<file path="config.mk">
export PLATFORM = sky130hd
export DESIGN_NAME = looper_control_top
export DESIGN_NICKNAME = d
export VERILOG_FILES = /design/src/rtl/looper_pkg.sv /design/src/rtl/panel_decoder.sv /design/src/rtl/mode_controller.sv /design/src/rtl/command_builder.sv /design/src/rtl/looper_control_top.sv
export SDC_FILE = /design/constraint.sdc
export NUM_CORES = 1
export LEC_CHECK = 0
export CORE_AREA = 2 2 93 95
export CTS_CLUSTER_DIAMETER = 80
export CTS_CLUSTER_SIZE = 20
export DETAILED_ROUTE_END_ITERATION = 8
export DIE_AREA = 0 0 95 97
export DONT_BUFFER_PORTS = 1
export PLACE_DENSITY = 0.75
export SYNTH_ARGS = -nofsm -noshare
export SYNTH_HDL_FRONTEND = slang
export SYNTH_HIERARCHICAL = 1
export SYNTH_SLANG_ARGS = --single-unit
</file>
<file path="constraint.sdc">
create_clock -name i_clk -period 15.3 [get_ports i_clk]
set_input_delay 3.06 -clock i_clk [delete_from_list [all_inputs] [get_ports i_clk]]
set_output_delay 3.06 -clock i_clk [all_outputs]
set_load 0.02 [all_outputs]
</file>
<file path="src/rtl/looper_pkg.sv">
package looper_pkg;

    // sample memory geometry
    localparam int ADDR_W          = 23;
    localparam int NUM_SLOTS       = 16;
    localparam int SLOT_W          = 4;
    localparam int PADS_PER_PAGE   = 8;
    // log2 of slot size in words, base = slot << shift
    localparam int DEF_CHUNK_SHIFT = 18;

    // operating mode, 4 bit wide on the panel output
    typedef enum logic [3:0] {
        IDLE = 4'd0,
        REC  = 4'd1,
        PLAY = 4'd2,
        MIX  = 4'd3
    } mode_e;

    // front panel button levels
    typedef struct packed {
        logic rec;
        logic play;
        logic mix;
        logic stop;
    } buttons_t;

    // slot index with valid flag
    // shared by record switch, play pad and backing slot
    typedef struct packed {
        logic              valid;
        logic [SLOT_W-1:0] idx;
    } slot_sel_t;

    // slide switch fields
    typedef struct packed {
        logic [1:0]           speed;
        logic [NUM_SLOTS-1:0] loop_mask;
    } knobs_t;

    // play engine command
    typedef struct packed {
        logic              start;
        logic              stop;
        logic [ADDR_W-1:0] addr;
        logic              backing;
        logic [ADDR_W-1:0] backing_addr;
        logic [1:0]        speed;
    } play_cmd_t;

    // record engine command
    typedef struct packed {
        logic              start;
        logic              stop;
        logic [ADDR_W-1:0] addr;
    } rec_cmd_t;

    // mix engine command, num bit 16 is the backing track
    typedef struct packed {
        logic                 start;
        logic                 stop;
        logic [NUM_SLOTS:0]   num;
        logic [ADDR_W-1:0]    backing_addr;
        logic [NUM_SLOTS-1:0] loop;
    } mix_cmd_t;

endpackage

</file>
<file path="src/rtl/panel_decoder.sv">
`timescale 1ns/1ps

module panel_decoder (
    input  logic [13:0]            gpio,
    input  logic [17:0]            sw,
    output looper_pkg::buttons_t   buttons,
    output looper_pkg::slot_sel_t  pad,
    output looper_pkg::slot_sel_t  rec_sel,
    output looper_pkg::knobs_t     knobs
);

    // pad row as seen by the user, gpio 13 is the top pad
    logic [looper_pkg::PADS_PER_PAGE-1:0] pad_row;

    // exactly-one check plus index of the set bit
    // narrower rows are zero extended by the caller
    function automatic looper_pkg::slot_sel_t onehot_decode(
        input logic [looper_pkg::NUM_SLOTS-1:0] bits
    );
        looper_pkg::slot_sel_t       res;
        int unsigned                 ones;
        logic [looper_pkg::SLOT_W-1:0] pos;
        ones = 0;
        pos  = '0;
        for (int i = 0; i < looper_pkg::NUM_SLOTS; i++) begin
            if (bits[i]) begin
                ones = ones + 1;
                pos  = looper_pkg::SLOT_W'(i);
            end
        end
        // no bit or several bits gives an invalid selection
        res.valid = (ones == 1);
        res.idx   = res.valid ? pos : '0;
        return res;
    endfunction

    // buttons sit on gpio 11 down to 8
    always_comb begin
        buttons.rec  = gpio[11];
        buttons.play = gpio[10];
        buttons.mix  = gpio[9];
        buttons.stop = gpio[8];
    end

    assign pad_row = {gpio[13], gpio[6:0]};

    // pad index 0..7, page bit is added later
    assign pad = onehot_decode({{(looper_pkg::NUM_SLOTS - looper_pkg::PADS_PER_PAGE){1'b0}},
                                pad_row});

    // one raised record switch picks the slot
    assign rec_sel = onehot_decode(sw[15:0]);

    // speed overlaps the top loop switch on purpose
    always_comb begin
        knobs.speed     = sw[16:15];
        knobs.loop_mask = sw[15:0];
    end

endmodule

</file>
<file path="src/rtl/mode_controller.sv">
`timescale 1ns/1ps

module mode_controller (
    input  logic                  i_clk,
    input  logic                  i_rst,
    input  looper_pkg::buttons_t  buttons,
    input  looper_pkg::slot_sel_t rec_sel,
    input  logic                  rec_done,
    input  logic                  play_done,
    input  logic                  mix_done,
    output looper_pkg::mode_e     mode,
    output logic                  page,
    output looper_pkg::slot_sel_t backing
);

    looper_pkg::mode_e     mode_n;
    logic                  page_n;
    looper_pkg::slot_sel_t backing_n;

    // state registers
    always_ff @(posedge i_clk or posedge i_rst) begin
        if (i_rst) begin
            mode    <= looper_pkg::IDLE;
            page    <= 1'b0;
            backing <= '0;
        end else begin
            mode    <= mode_n;
            page    <= page_n;
            backing <= backing_n;
        end
    end

    // next state
    always_comb begin
        mode_n    = mode;
        page_n    = page;
        backing_n = backing;
        case (mode)
            looper_pkg::IDLE: begin
                // mix wins over play, play over record
                if (buttons.mix) begin
                    mode_n = looper_pkg::MIX;
                end else if (buttons.play) begin
                    mode_n = looper_pkg::PLAY;
                end else if (buttons.rec) begin
                    mode_n = looper_pkg::REC;
                end
                // backing tracks the switches every idle cycle
                // invalid switch pattern clears it
                if (rec_sel.valid) begin
                    backing_n = rec_sel;
                end else begin
                    backing_n = '0;
                end
            end
            looper_pkg::REC: begin
                if (rec_done) begin
                    mode_n = looper_pkg::IDLE;
                end
            end
            looper_pkg::PLAY: begin
                if (play_done) begin
                    mode_n = looper_pkg::IDLE;
                end
                // record button doubles as page flip here
                if (buttons.rec) begin
                    page_n = ~page;
                end
            end
            looper_pkg::MIX: begin
                if (mix_done) begin
                    mode_n = looper_pkg::IDLE;
                end
                if (buttons.rec) begin
                    page_n = ~page;
                end
            end
            default: begin
                // unused encodings fall back to idle
                mode_n = looper_pkg::IDLE;
            end
        endcase
    end

endmodule

</file>
<file path="src/rtl/command_builder.sv">
`timescale 1ns/1ps

module command_builder #(
    parameter int CHUNK_SHIFT = looper_pkg::DEF_CHUNK_SHIFT
) (
    input  looper_pkg::mode_e     mode,
    input  logic                  page,
    input  looper_pkg::slot_sel_t backing,
    input  looper_pkg::buttons_t  buttons,
    input  looper_pkg::slot_sel_t pad,
    input  looper_pkg::slot_sel_t rec_sel,
    input  looper_pkg::knobs_t    knobs,
    output looper_pkg::rec_cmd_t  rec_cmd,
    output looper_pkg::play_cmd_t play_cmd,
    output looper_pkg::mix_cmd_t  mix_cmd
);

    // page bit on top of the pad index
    logic [looper_pkg::SLOT_W-1:0]   pad_slot;
    // pad usable, i.e. valid and not the backing slot
    logic                            pad_hit;
    logic [looper_pkg::ADDR_W-1:0]   pad_addr;
    logic [looper_pkg::ADDR_W-1:0]   rec_addr;
    logic [looper_pkg::ADDR_W-1:0]   backing_addr;
    // one-hot of the pad slot, before suppression
    logic [looper_pkg::NUM_SLOTS-1:0] pad_mask;

    // base address of a slot in sample memory
    function automatic logic [looper_pkg::ADDR_W-1:0] slot_base(
        input logic [looper_pkg::SLOT_W-1:0] slot
    );
        return looper_pkg::ADDR_W'(slot) << CHUNK_SHIFT;
    endfunction

    assign pad_slot = {page, pad.idx[looper_pkg::SLOT_W-2:0]};

    // suppress only when backing is valid and on the same slot
    assign pad_hit = pad.valid && !(backing.valid && (backing.idx == pad_slot));

    // addresses are zero when their selection is not valid
    assign pad_addr     = pad.valid ? slot_base(pad_slot) : '0;
    assign rec_addr     = rec_sel.valid ? slot_base(rec_sel.idx) : '0;
    assign backing_addr = backing.valid ? slot_base(backing.idx) : '0;

    always_comb begin
        pad_mask           = '0;
        pad_mask[pad_slot] = 1'b1;
    end

    // record engine
    always_comb begin
        rec_cmd = '0;
        if (mode == looper_pkg::REC) begin
            rec_cmd.start = rec_sel.valid;
            rec_cmd.stop  = buttons.stop;
            rec_cmd.addr  = rec_addr;
        end
    end

    // play engine, one shot pad over optional backing track
    always_comb begin
        play_cmd = '0;
        if (mode == looper_pkg::PLAY) begin
            play_cmd.start        = pad_hit;
            play_cmd.stop         = buttons.stop;
            play_cmd.addr         = pad_addr;
            play_cmd.backing      = backing.valid;
            play_cmd.backing_addr = backing_addr;
            play_cmd.speed        = knobs.speed;
        end
    end

    // mix engine
    always_comb begin
        mix_cmd = '0;
        if (mode == looper_pkg::MIX) begin
            // start held for the whole mode
            mix_cmd.start = 1'b1;
            mix_cmd.stop  = buttons.stop;
            if (pad_hit) begin
                mix_cmd.num[looper_pkg::NUM_SLOTS-1:0] = pad_mask;
            end
            // top bit flags the backing track
            mix_cmd.num[looper_pkg::NUM_SLOTS] = backing.valid;
            mix_cmd.backing_addr               = backing_addr;
            mix_cmd.loop                       = knobs.loop_mask;
        end
    end

endmodule

</file>
<file path="src/rtl/looper_control_top.sv">
`timescale 1ns/1ps

module looper_control_top #(
    parameter int CHUNK_SHIFT = looper_pkg::DEF_CHUNK_SHIFT
) (
    input  logic                             i_clk,
    input  logic                             i_rst,
    // key is unconnected, kept for pin compatibility
    input  logic [3:0]                       key,
    input  logic [17:0]                      sw,
    input  logic [13:0]                      gpio,
    input  logic                             rec_done,
    input  logic                             play_done,
    input  logic                             mix_done,
    output logic [3:0]                       control_mode,
    // record engine
    output logic                             rec_start,
    output logic                             rec_stop,
    output logic [looper_pkg::ADDR_W-1:0]    rec_addr,
    // play engine
    output logic                             play_start,
    output logic                             play_stop,
    output logic [looper_pkg::ADDR_W-1:0]    play_addr,
    output logic                             play_record,
    output logic [looper_pkg::ADDR_W-1:0]    play_backing_addr,
    output logic [1:0]                       play_speed,
    // mix engine
    output logic                             mix_start,
    output logic                             mix_stop,
    output logic [looper_pkg::NUM_SLOTS:0]   mix_num,
    output logic [looper_pkg::ADDR_W-1:0]    mix_backing_addr,
    output logic [looper_pkg::NUM_SLOTS-1:0] mix_loop
);

    looper_pkg::buttons_t  buttons;
    looper_pkg::slot_sel_t pad;
    looper_pkg::slot_sel_t rec_sel;
    looper_pkg::knobs_t    knobs;
    looper_pkg::mode_e     mode;
    logic                  page;
    looper_pkg::slot_sel_t backing;
    looper_pkg::rec_cmd_t  rec_cmd;
    looper_pkg::play_cmd_t play_cmd;
    looper_pkg::mix_cmd_t  mix_cmd;

    panel_decoder u_panel (
        .gpio    (gpio),
        .sw      (sw),
        .buttons (buttons),
        .pad     (pad),
        .rec_sel (rec_sel),
        .knobs   (knobs)
    );

    mode_controller u_mode (
        .i_clk     (i_clk),
        .i_rst     (i_rst),
        .buttons   (buttons),
        .rec_sel   (rec_sel),
        .rec_done  (rec_done),
        .play_done (play_done),
        .mix_done  (mix_done),
        .mode      (mode),
        .page      (page),
        .backing   (backing)
    );

    command_builder #(
        .CHUNK_SHIFT (CHUNK_SHIFT)
    ) u_cmd (
        .mode     (mode),
        .page     (page),
        .backing  (backing),
        .buttons  (buttons),
        .pad      (pad),
        .rec_sel  (rec_sel),
        .knobs    (knobs),
        .rec_cmd  (rec_cmd),
        .play_cmd (play_cmd),
        .mix_cmd  (mix_cmd)
    );

    assign control_mode = mode;

    // flatten command structs onto engine pins
    assign rec_start         = rec_cmd.start;
    assign rec_stop          = rec_cmd.stop;
    assign rec_addr          = rec_cmd.addr;
    assign play_start        = play_cmd.start;
    assign play_stop         = play_cmd.stop;
    assign play_addr         = play_cmd.addr;
    assign play_record       = play_cmd.backing;
    assign play_backing_addr = play_cmd.backing_addr;
    assign play_speed        = play_cmd.speed;
    assign mix_start         = mix_cmd.start;
    assign mix_stop          = mix_cmd.stop;
    assign mix_num           = mix_cmd.num;
    assign mix_backing_addr  = mix_cmd.backing_addr;
    assign mix_loop          = mix_cmd.loop;

endmodule

</file>
==> impl_results.md, run 1 <==
- Power share of the sequential group: 7.1%
- Synth Cell Area: 4398 um2
- First-pass GRT wire length: 15710 um
- Vert. Die Dim: 97 um
- Max Freq: 67.17 MHz
- Worst r2r path cells: 3
- Tot GR Track Use: 20.12%
- CP Max Fanout: 5
- WP data arrival: 11.83 ns
- Std cell rows: 33
- First DRT Iteration DRCs: 167
- Initial Utilization: 54.07%
- Psw: 0.3888 mW
- Worst hold stages: 2
- Pleak: 1.919 nW
- Clock Skew: 0.001122 ns
- CP max stage cell: ha_1
- # IOs: 179
- Area growth, synth to finish: -0.2276%
- Final GP Congestion: 0.8531
- Clock root buffer master: clkbuf_8
- Crit. path cell count: 51
- Worst-path clk slew: 0.04 ns
- Sw frac: 51.87%
- Power per cell area: 170.9 nW/um2
- Worst Setup Path Type: primary input to output pin
- CTS H-tree depth: 1
- Reg-to-Reg Start: u_mode/mode[0]
- Outcome: finished clean
- Req. time, crit path: 12.24 ns
- Largest net degree at the start of global routing: 28
- Comb power frac: 89.7%
- Worst-margin pin slew: 1.036 ns
- WL final: 10090 um
- CP peak stage delay: 0.32 ns
- Final setup violation count: 0
- Min-Delay Startpoint: u_mode/backing[0]
- Commonest cells after routing, fill and taps aside: conb_1 (78), nand2_1 (46), nor2_1 (37), buf_4 (34), nor3_1 (30)
- TNS Setup: 0 ns
- Final Slew Violations: 0
- Most common cell after layout, fill and taps aside: conb_1
- WL/cell: 14.70 um
- Die width: 95 um
- Number of global-route vias before repair: 3505
- Clk sink count: 8
- Reg2reg setup slack: 13.95 ns
- Fin crit share: 97.31%
- Cell mode on critical path: ha_1
- CTS tree: done
- CP Launch Type: primary input
- Vias per cell: 5.620
- Cts bufs inserted: 3
- Clock Tree Buf Depth: 2
- Initial antenna violation count: 1
- DP HPWL: 8073 um
- Max cap viols: 0
- DR pass1 iterations: 4
- Routed Antenna Nets: 0
- Family with the most delay on the worst path: adder cells
- Worst Hold Class: flip-flop to flip-flop
- Core footprint: 8134 um2
- Crit. End Element: output pin
- Grt ovf: 0
- Layout cell share with drive strength beyond 1: 19.66%
- Syn Area/Cell: 7.442 um2
- I/O Buffers: 0
- Fin util: 53.95%
- Slew HR: 30.42%
- Worst r2r dst: u_mode/mode[1]
- Drt drc: 0
- Total number of vias: 3855
- DIE AREA: 9215 um2
- Final min period: 14.89 ns
- Worst Hold Endpoint: u_mode/backing[0]
- Int Pwr: 0.3608 mW
- Nets: 645
- Buffers & Inverters on Critical Path: 4
- Synthesized instance count: 591
- Ys Warns: 6
- Worst-Skew Late Latency: 0.22 ns
- Final hold viol count: 0
- Hold_buf cts: 0
- Peak VDD IR: 66.90 uV
- Clock power frac: 3.2%
sequential cells by signal, summed over array words and instances, names as in the netlist:
register	count
u_mode/mode	2
u_mode/backing	5
u_mode/page	1
layer usage:
| layer | wire length [um] | global-route usage [%] |
|---|---|---|
| met3 | 599 | 1.402 |
| met2 | 5325 | 38.52 |
| met4 | 127 | 3.902 |
| met1 | 4034 | 24.09 |
| met5 | 0 | 0 |
per-stage QoR:
stage / cell area (um2) / power, mW / cells / hold slack, ns / setup slack (ns)
CTS: 4214 / 0.6941 / 678 / 0.5796 / 0.003079
finish: 4388 / 0.7497 / 686 / 0.5743 / 0.4118
floorplan: 4687 / 0.5421 / 667 / 0.5136 / 0.04374
detailed placement: 4160 / 0.6654 / 675 / 0.5709 / -0.06652
global placement: 4160 / 0.6442 / 675 / 0.5595 / 0.1566
global route: 4388 / 0.8218 / 686 / 0.6168 / -0.03914
cell type report:
type / instances / area, um2
multi-input combinational: 515 / 3682
fill: 751 / 3746
timing repair buffer: 34 / 255.2
clock buffer: 3 / 41.29
inverter: 20 / 75.07
sequential: 8 / 200.2
antenna: 1 / 2.502
tap: 105 / 131.4
power by group through the flow:
stage	Sequential (mW)	Clock (mW)	Combinational [mW]
after detailed placement	0.0535	0	0.612
after floorplan	0.0402	0	0.502
after CTS	0.0531	0.0248	0.616
final	0.0532	0.0243	0.672
after global routing	0.0556	0.0255	0.741
after global placement	0.0527	0	0.592
worst max-delay path by stage:
stage                              end  start
after floorplan           rec_addr[18]  sw[0]
after global placement    rec_addr[18]  sw[0]
after detailed placement  rec_addr[19]  sw[0]
after CTS                 rec_addr[20]  sw[0]
after global routing      rec_addr[20]  sw[0]
final                     rec_addr[21]  sw[0]
worst register-to-register path: cells and delay by family (launching register included):
| family | cells | cell delay, ns |
|---|---|---|
| DFF | 1 | 0.77 |
| and+or+nand+nor | 1 | 0.28 |
| AOI/OAI and AO/OA | 2 | 0.19 |
what timing repair did:
item,in CTS,in global routing
cloned,0,0
gates resized for setup,5,34
setup buffers,0,7
pin swaps,1,15
endpoints found under the setup margin,4,5
(Power assumes the default switching activity.)
==> run 2: changes to the inputs <==
--- a/config.mk
+++ b/config.mk
@@ -5,14 +5,13 @@
 export SDC_FILE = /design/constraint.sdc
 export NUM_CORES = 1
 export LEC_CHECK = 0
-export CORE_AREA = 2 2 93 95
+export CORE_AREA = 2 2 90 92
 export CTS_CLUSTER_DIAMETER = 80
 export CTS_CLUSTER_SIZE = 20
 export DETAILED_ROUTE_END_ITERATION = 8
-export DIE_AREA = 0 0 95 97
+export DIE_AREA = 0 0 92 94
 export DONT_BUFFER_PORTS = 1
-export PLACE_DENSITY = 0.75
+export PLACE_DENSITY = 0.74
 export SYNTH_ARGS = -nofsm -noshare
 export SYNTH_HDL_FRONTEND = slang
-export SYNTH_HIERARCHICAL = 1
 export SYNTH_SLANG_ARGS = --single-unit
==> impl_results.md, run 2 <==
- Total number of vias: 3784
- Yosys reg bits: 8
- Slew HR: 29.83%
- TNS Setup: 0 ns
- WP data arrival: 11.68 ns
- Worst Setup Path Type: primary input to output pin
- CP max stage cell: ha_1
- Overall power: 0.7616 mW
- Post-synth top area share: 14.71%
- WL/cell: 14.37 um
- Clock Skew: 0.002101 ns
- Grt ovf: 0
- Hold_buf cts: 0
- CP Launch Type: primary input
- Final setup violation count: 0
- CTS tree: done
- Antenna diodes: 0
- Max cap viols: 0
- DP HPWL: 7783 um
- Fin crit share: 96.32%
- Worst-Skew Late Latency: 0.23 ns
- CP peak stage delay: 0.32 ns
- Peak VDD IR: 66.20 uV
- Routed Antenna Nets: 0
- Most frequent cell after synthesis: buf_4
- Post-synth EDFFs: 0
- Ys Warns: 0
- Nets: 638
- Most common cell after layout, fill and taps aside: conb_1
- Buffers & Inverters on Critical Path: 4
- Core footprint: 7607 um2
- First-pass GRT wire length: 14790 um
- Commonest cells after routing, fill and taps aside: conb_1 (78), nand2_1 (55), nor2_1 (51), inv_1 (36), xnor2_1 (29)
- Most frequent cells after synthesis: buf_4 (80), nand2_1 (55), nor2_1 (51)
- Worst Hold Class: flip-flop to flip-flop
- Layout cell share with drive strength beyond 1: 10.12%
- Drt drc: 0
- Largest net degree at the start of global routing: 20
- # IOs: 179
- Fillers: 761
- Vert. Die Dim: 94 um
- Reg with most FFs: u_mode.backing
- Clock root buffer master: clkbuf_8
- DR pass1 iterations: 4
- Biggest regs: u_mode.backing (5), u_mode.mode (2), u_mode.page (1)
- CTS H-tree depth: 1
- CP Max Fanout: 5
- Cts bufs inserted: 3
- Initial Utilization: 53.65%
- WL final: 9699 um
- Outcome: finished clean
- Syn Area/Cell: 7.025 um2
- I/O Buffers: 0
- Family with the most delay on the worst path: adder cells
- Multi-input logic area: 3430 um2
- Top cells by area, synth: buf_4 (15%), ha_1 (6.7%), xnor2_1 (6.2%), nand2_1 (5.1%), dfrtp_1 (4.9%)
- Seq. cell area: 200.2 um2
- CP startpoint: sw[1]
- Yosys top cell by area: buf_4
- Worst-margin pin slew: 1.039 ns
- Clk sink count: 8
- Register area share after synthesis: 4.905%
- Req. time, crit path: 12.24 ns
- Std cell rows: 32
- Placed Cells: 667
- Final std cells w/o fill: 675
- First DRT Iteration DRCs: 221
- Final Slew Violations: 0
- DIE AREA: 8648 um2
- Crit. End Element: output pin
- Cell mode on critical path: ha_1
- Synth async-reset ratio: 100.0%
- Max Freq: 67.86 MHz
- Synth Cell Area: 4081 um2
- Tot GR Track Use: 20.19%
- Area growth, synth to finish: -1.042%
- Synthesized instance count: 581
- Max FFs per register: 5
- Final GP Congestion: 0.8989
- Synth cell types: 78
- Final min period: 14.74 ns
- Number of global-route vias before repair: 3213
- Final hold viol count: 0
- Power per cell area: 188.6 nW/um2
- Initial antenna violation count: 0
- Pleak: 1.902 nW
- Vias per cell: 5.606
- Clock Tree Buf Depth: 2
- Min-Delay Startpoint: u_mode.backing[3]
- Most common flop cell mapped by yosys: dfrtp_1
- Die width: 92 um
- Worst-path clk slew: 0.04 ns
- Reg-to-Reg Start: u_mode.mode[0]
## run 2: path summary, 6_finish.rpt
path | end | slack (ns) | cells after the start
worst max-delay path | rec_addr[18] | 0.56 | 46
worst min-delay path | u_mode.backing[3] | 0.56 | 2
max in group asynchronous | u_mode.backing[3] | 12.40 | 1
worst max register to register | u_mode.backing[0] | 13.82 | 3
min in group asynchronous | u_mode.backing[0] | 2.67 | 1
worst min register to register | u_mode.backing[3] | 0.56 | 2
## run 2: final cells by class
| class | count | area share (%) |
|---|---|---|
| clock buffer | 3 | 1.022 |
| inverter | 37 | 3.439 |
| multi-input combinational | 512 | 84.91 |
| sequential | 8 | 4.957 |
| tap | 102 | 3.160 |
| timing repair buffer | 13 | 2.509 |
## run 2: logic make-up (layout without fill, tap and decap cells)
group,count (synthesis),in the layout,share of synthesized area [%]
xor gates and xnor gates,54,54,15.24
AOI/OAI and AO/OA,116,116,20.26
DFF,8,8,4.905
and+or+nand+nor,229,229,29.06
adders and majority gates,23,23,6.989
buffers and inverters,138,53,20.26
muxes,12,12,3.188
other,1,78,0.09188
## run 2: per-stage QoR
step / hold slack [ns] / util, % / setup WS, ns / cell area [um2]
2_1_floorplan: 0.4917 / - / 0.6758 / 4370
3_3_place_gp: 0.5363 / 50.87 / 0.2909 / 3870
3_5_place_dp: 0.5535 / 50.87 / 0.1936 / 3870
4_1_cts: 0.5622 / 51.41 / 0.1482 / 3911
5_1_grt: 0.5982 / 53.09 / -0.006094 / 4039
6_report: 0.5629 / 53.09 / 0.5638 / 4039
## run 2: worst register-to-register path: cells and delay by family, from the launching register on
family	cells	cell delay (ns)
AO/OA/AOI/OAI	2	0.42
flip-flops	1	0.61
AND/OR/NAND/NOR	1	0.33
## run 2: timing repair
item                                    CTS  global route
endpoints found under the setup margin    0             5
hold endpoints to repair                  0             0
resized for setup                         0            14
buffers inserted                          0             5
## run 2: per-layer routing
| layer | vias to the layer above | track usage (%) | part of all wire (%) |
|---|---|---|---|
| li1 | 1872 | - | - |
| met1 | 1778 | 24.83 | 41 |
| met2 | 130 | 38.24 | 53 |
| met3 | 4 | 2.568 | 5.4 |
| met4 | 0 | 2.985 | 0.53 |
| met5 | - | 0 | 0 |
## run 2: power breakdown
part           total (mW)  leakage (nW)  internal (mW)  switching, mW
combinational       0.691          1.78          0.277          0.414
sequential         0.0456         0.103         0.0289         0.0168
clock              0.0253        0.0216         0.0170        0.00829
total               0.762          1.90          0.323          0.439
==> run 3: changes to the inputs <==
--- a/config.mk
+++ b/config.mk
@@ -12,6 +12,7 @@
 export DIE_AREA = 0 0 92 94
 export DONT_BUFFER_PORTS = 1
 export PLACE_DENSITY = 0.74
+export REMOVE_ABC_BUFFERS = 1
 export SYNTH_ARGS = -nofsm -noshare
 export SYNTH_HDL_FRONTEND = slang
 export SYNTH_SLANG_ARGS = --single-unit
==> impl_results.md, run 3 (synthesis results as in run 2) <==
- Clock root buffer master: clkbuf_8
- Drt drc: 0
- WP data arrival: 11.75 ns
- Core footprint: 7607 um2
- Placed Cells: 664
- Layout cell share with drive strength beyond 1: 9.331%
- Tot GR Track Use: 20.58%
- Nets: 633
- Final min period: 14.81 ns
- WL/cell: 14.47 um
- CTS H-tree depth: 1
- DP Area: 3847 um2
- WL final: 9697 um
- Power per cell area: 183.2 nW/um2
- Initial Utilization: 53.65%
- Antenna diodes: 0
- DP HPWL: 7748 um
- Vias per cell: 5.618
- Overall power: 0.7331 mW
- Req. time, crit path: 12.24 ns
- Final GP Congestion: 0.8691
- DIE AREA: 8648 um2
- Grt ovf: 0
- TNS Setup: 0 ns
- Clock Tree Buf Depth: 2
- Clk sink count: 8
- Clock Skew: 0.002278 ns
- CP startpoint: sw[0]
- Worst Setup Path Type: primary input to output pin
- Crit. End Element: output pin
- Peak VDD IR: 77.19 uV
- Biggest regs: u_mode.backing (5), u_mode.mode (2), u_mode.page (1)
- Max cap viols: 0
- Largest net degree at the start of global routing: 21
- Routed Antenna Nets: 0
- Worst r2r dst: u_mode.backing[4]
- Last element of the critical path: rec_addr[21]
- Fin util: 52.62%
- Hold_buf cts: 0
- Reg2reg setup slack: 13.76 ns
- Final hold viol count: 0
- Std cell rows: 32
- Cell mode on critical path: ha_1
- Reg-to-Reg Start: u_mode.mode[1]
- Worst Hold Class: flip-flop to flip-flop
- CP Max Fanout: 6
- CP peak stage delay: 0.35 ns
- Final std cells w/o fill: 670
- Area growth, synth to finish: -1.931%
- DR pass1 iterations: 4
- Cell area after layout: 4003 um2
- First-pass GRT wire length: 15140 um
- Max FFs per register: 5
- Commonest cells after routing, fill and taps aside: conb_1 (78), nand2_1 (55), nor2_1 (50), inv_1 (37), xnor2_1 (29)
- CTS tree: done
- CP max stage cell: ha_1
- Most common cell after layout, fill and taps aside: conb_1
- Worst r2r path cells: 2
- Number of global-route vias before repair: 3294
- Fillers: 759
- Slew HR: 35.29%
- Initial antenna violation count: 0
- First DRT Iteration DRCs: 218
- Worst-margin pin slew: 0.9581 ns
- I/O Buffers: 0
- Final Slew Violations: 0
- Worst-Skew Late Latency: 0.23 ns
- Pleak: 1.880 nW
- Worst-path clk slew: 0.04 ns
- Max Freq: 67.50 MHz
- Reg with most FFs: u_mode.backing
- Final setup violation count: 0
- Total number of vias: 3764
- Vert. Die Dim: 94 um
- Cts bufs inserted: 3
- # IOs: 179
- CP Launch Type: primary input
- Fin crit share: 96.83%
- Die width: 92 um
- Outcome: finished clean
- RSZ-0062 raised after global routing: no
-- run 3: cell types whose count changed in the layout (fill, tap and decap cells not counted), moves of 2 or more --
| cell | previous run | this run |
|---|---|---|
| nor3_1 | 10 | 7 |
| nor3_2 | 2 | 5 |
| nor2b_2 | 2 | 0 |
| buf_4 | 12 | 8 |
-- run 3: per-stage QoR --
step	setup slack, ns	hold slack [ns]
6_report	0.4856	0.5773
4_1_cts	0.1291	0.5751
2_1_floorplan	0.6785	0.4893
3_3_place_gp	0.3145	0.5457
5_1_grt	0.07024	0.6195
3_5_place_dp	0.1537	0.5695
-- run 3: routing by layer --
metal,part of all wire [%],vias to the layer above,global-route usage (%)
met1,44,1731,25.28
met3,6.6,16,2.087
met5,0,-,0
li1,-,1863,-
met2,48,154,38.05
met4,1.9,0,5.846
-- run 3: how the worst min path moves through the flow --
stage,start,end,slack (ns),cells past startpoint
after CTS,u_mode.backing[3],u_mode.backing[3],0.58,2
after global routing,u_mode.backing[3],u_mode.backing[3],0.62,2
after detailed placement,u_mode.backing[3],u_mode.backing[3],0.57,2
after floorplan,u_mode.backing[3],u_mode.backing[3],0.49,2
final,u_mode.backing[3],u_mode.backing[3],0.58,2
after global placement,u_mode.backing[3],u_mode.backing[3],0.55,2
-- run 3: repair_timing --
action / 4_1_cts / 5_1_grt
resized for setup: 0 / 15
setup endpoints to repair: 0 / 5
setup buffers: 0 / 3
-- run 3: final cells by class --
type | instances | area, um2 | share of cell area [%]
Multi-Input combinational cell | 512 | 3435 | 85.81
Sequential cell | 8 | 200.2 | 5.002
Inverter | 37 | 138.9 | 3.470
Tap cell | 102 | 127.6 | 3.188
Timing Repair Buffer | 8 | 60.06 | 1.500
Clock buffer | 3 | 41.29 | 1.032
-- run 3: critical path, delay by kind of cell --
kind,cells,cell delay [ns]
and+or+nand+nor,12,1.28
buffers and inverters,4,0.38
AOI/OAI and AO/OA,11,1.75
adders and majority gates,14,4.00
muxes,4,1.13
xor gates and xnor gates,1,0.16
-- run 3: where the power goes --
| part | total (mW) | switching [mW] | internal (mW) |
|---|---|---|---|
| clock network | 0.0248 | 0.00784 | 0.0170 |
| registers | 0.0549 | 0.0263 | 0.0287 |
| logic | 0.653 | 0.395 | 0.258 |
| total | 0.733 | 0.429 | 0.304 |
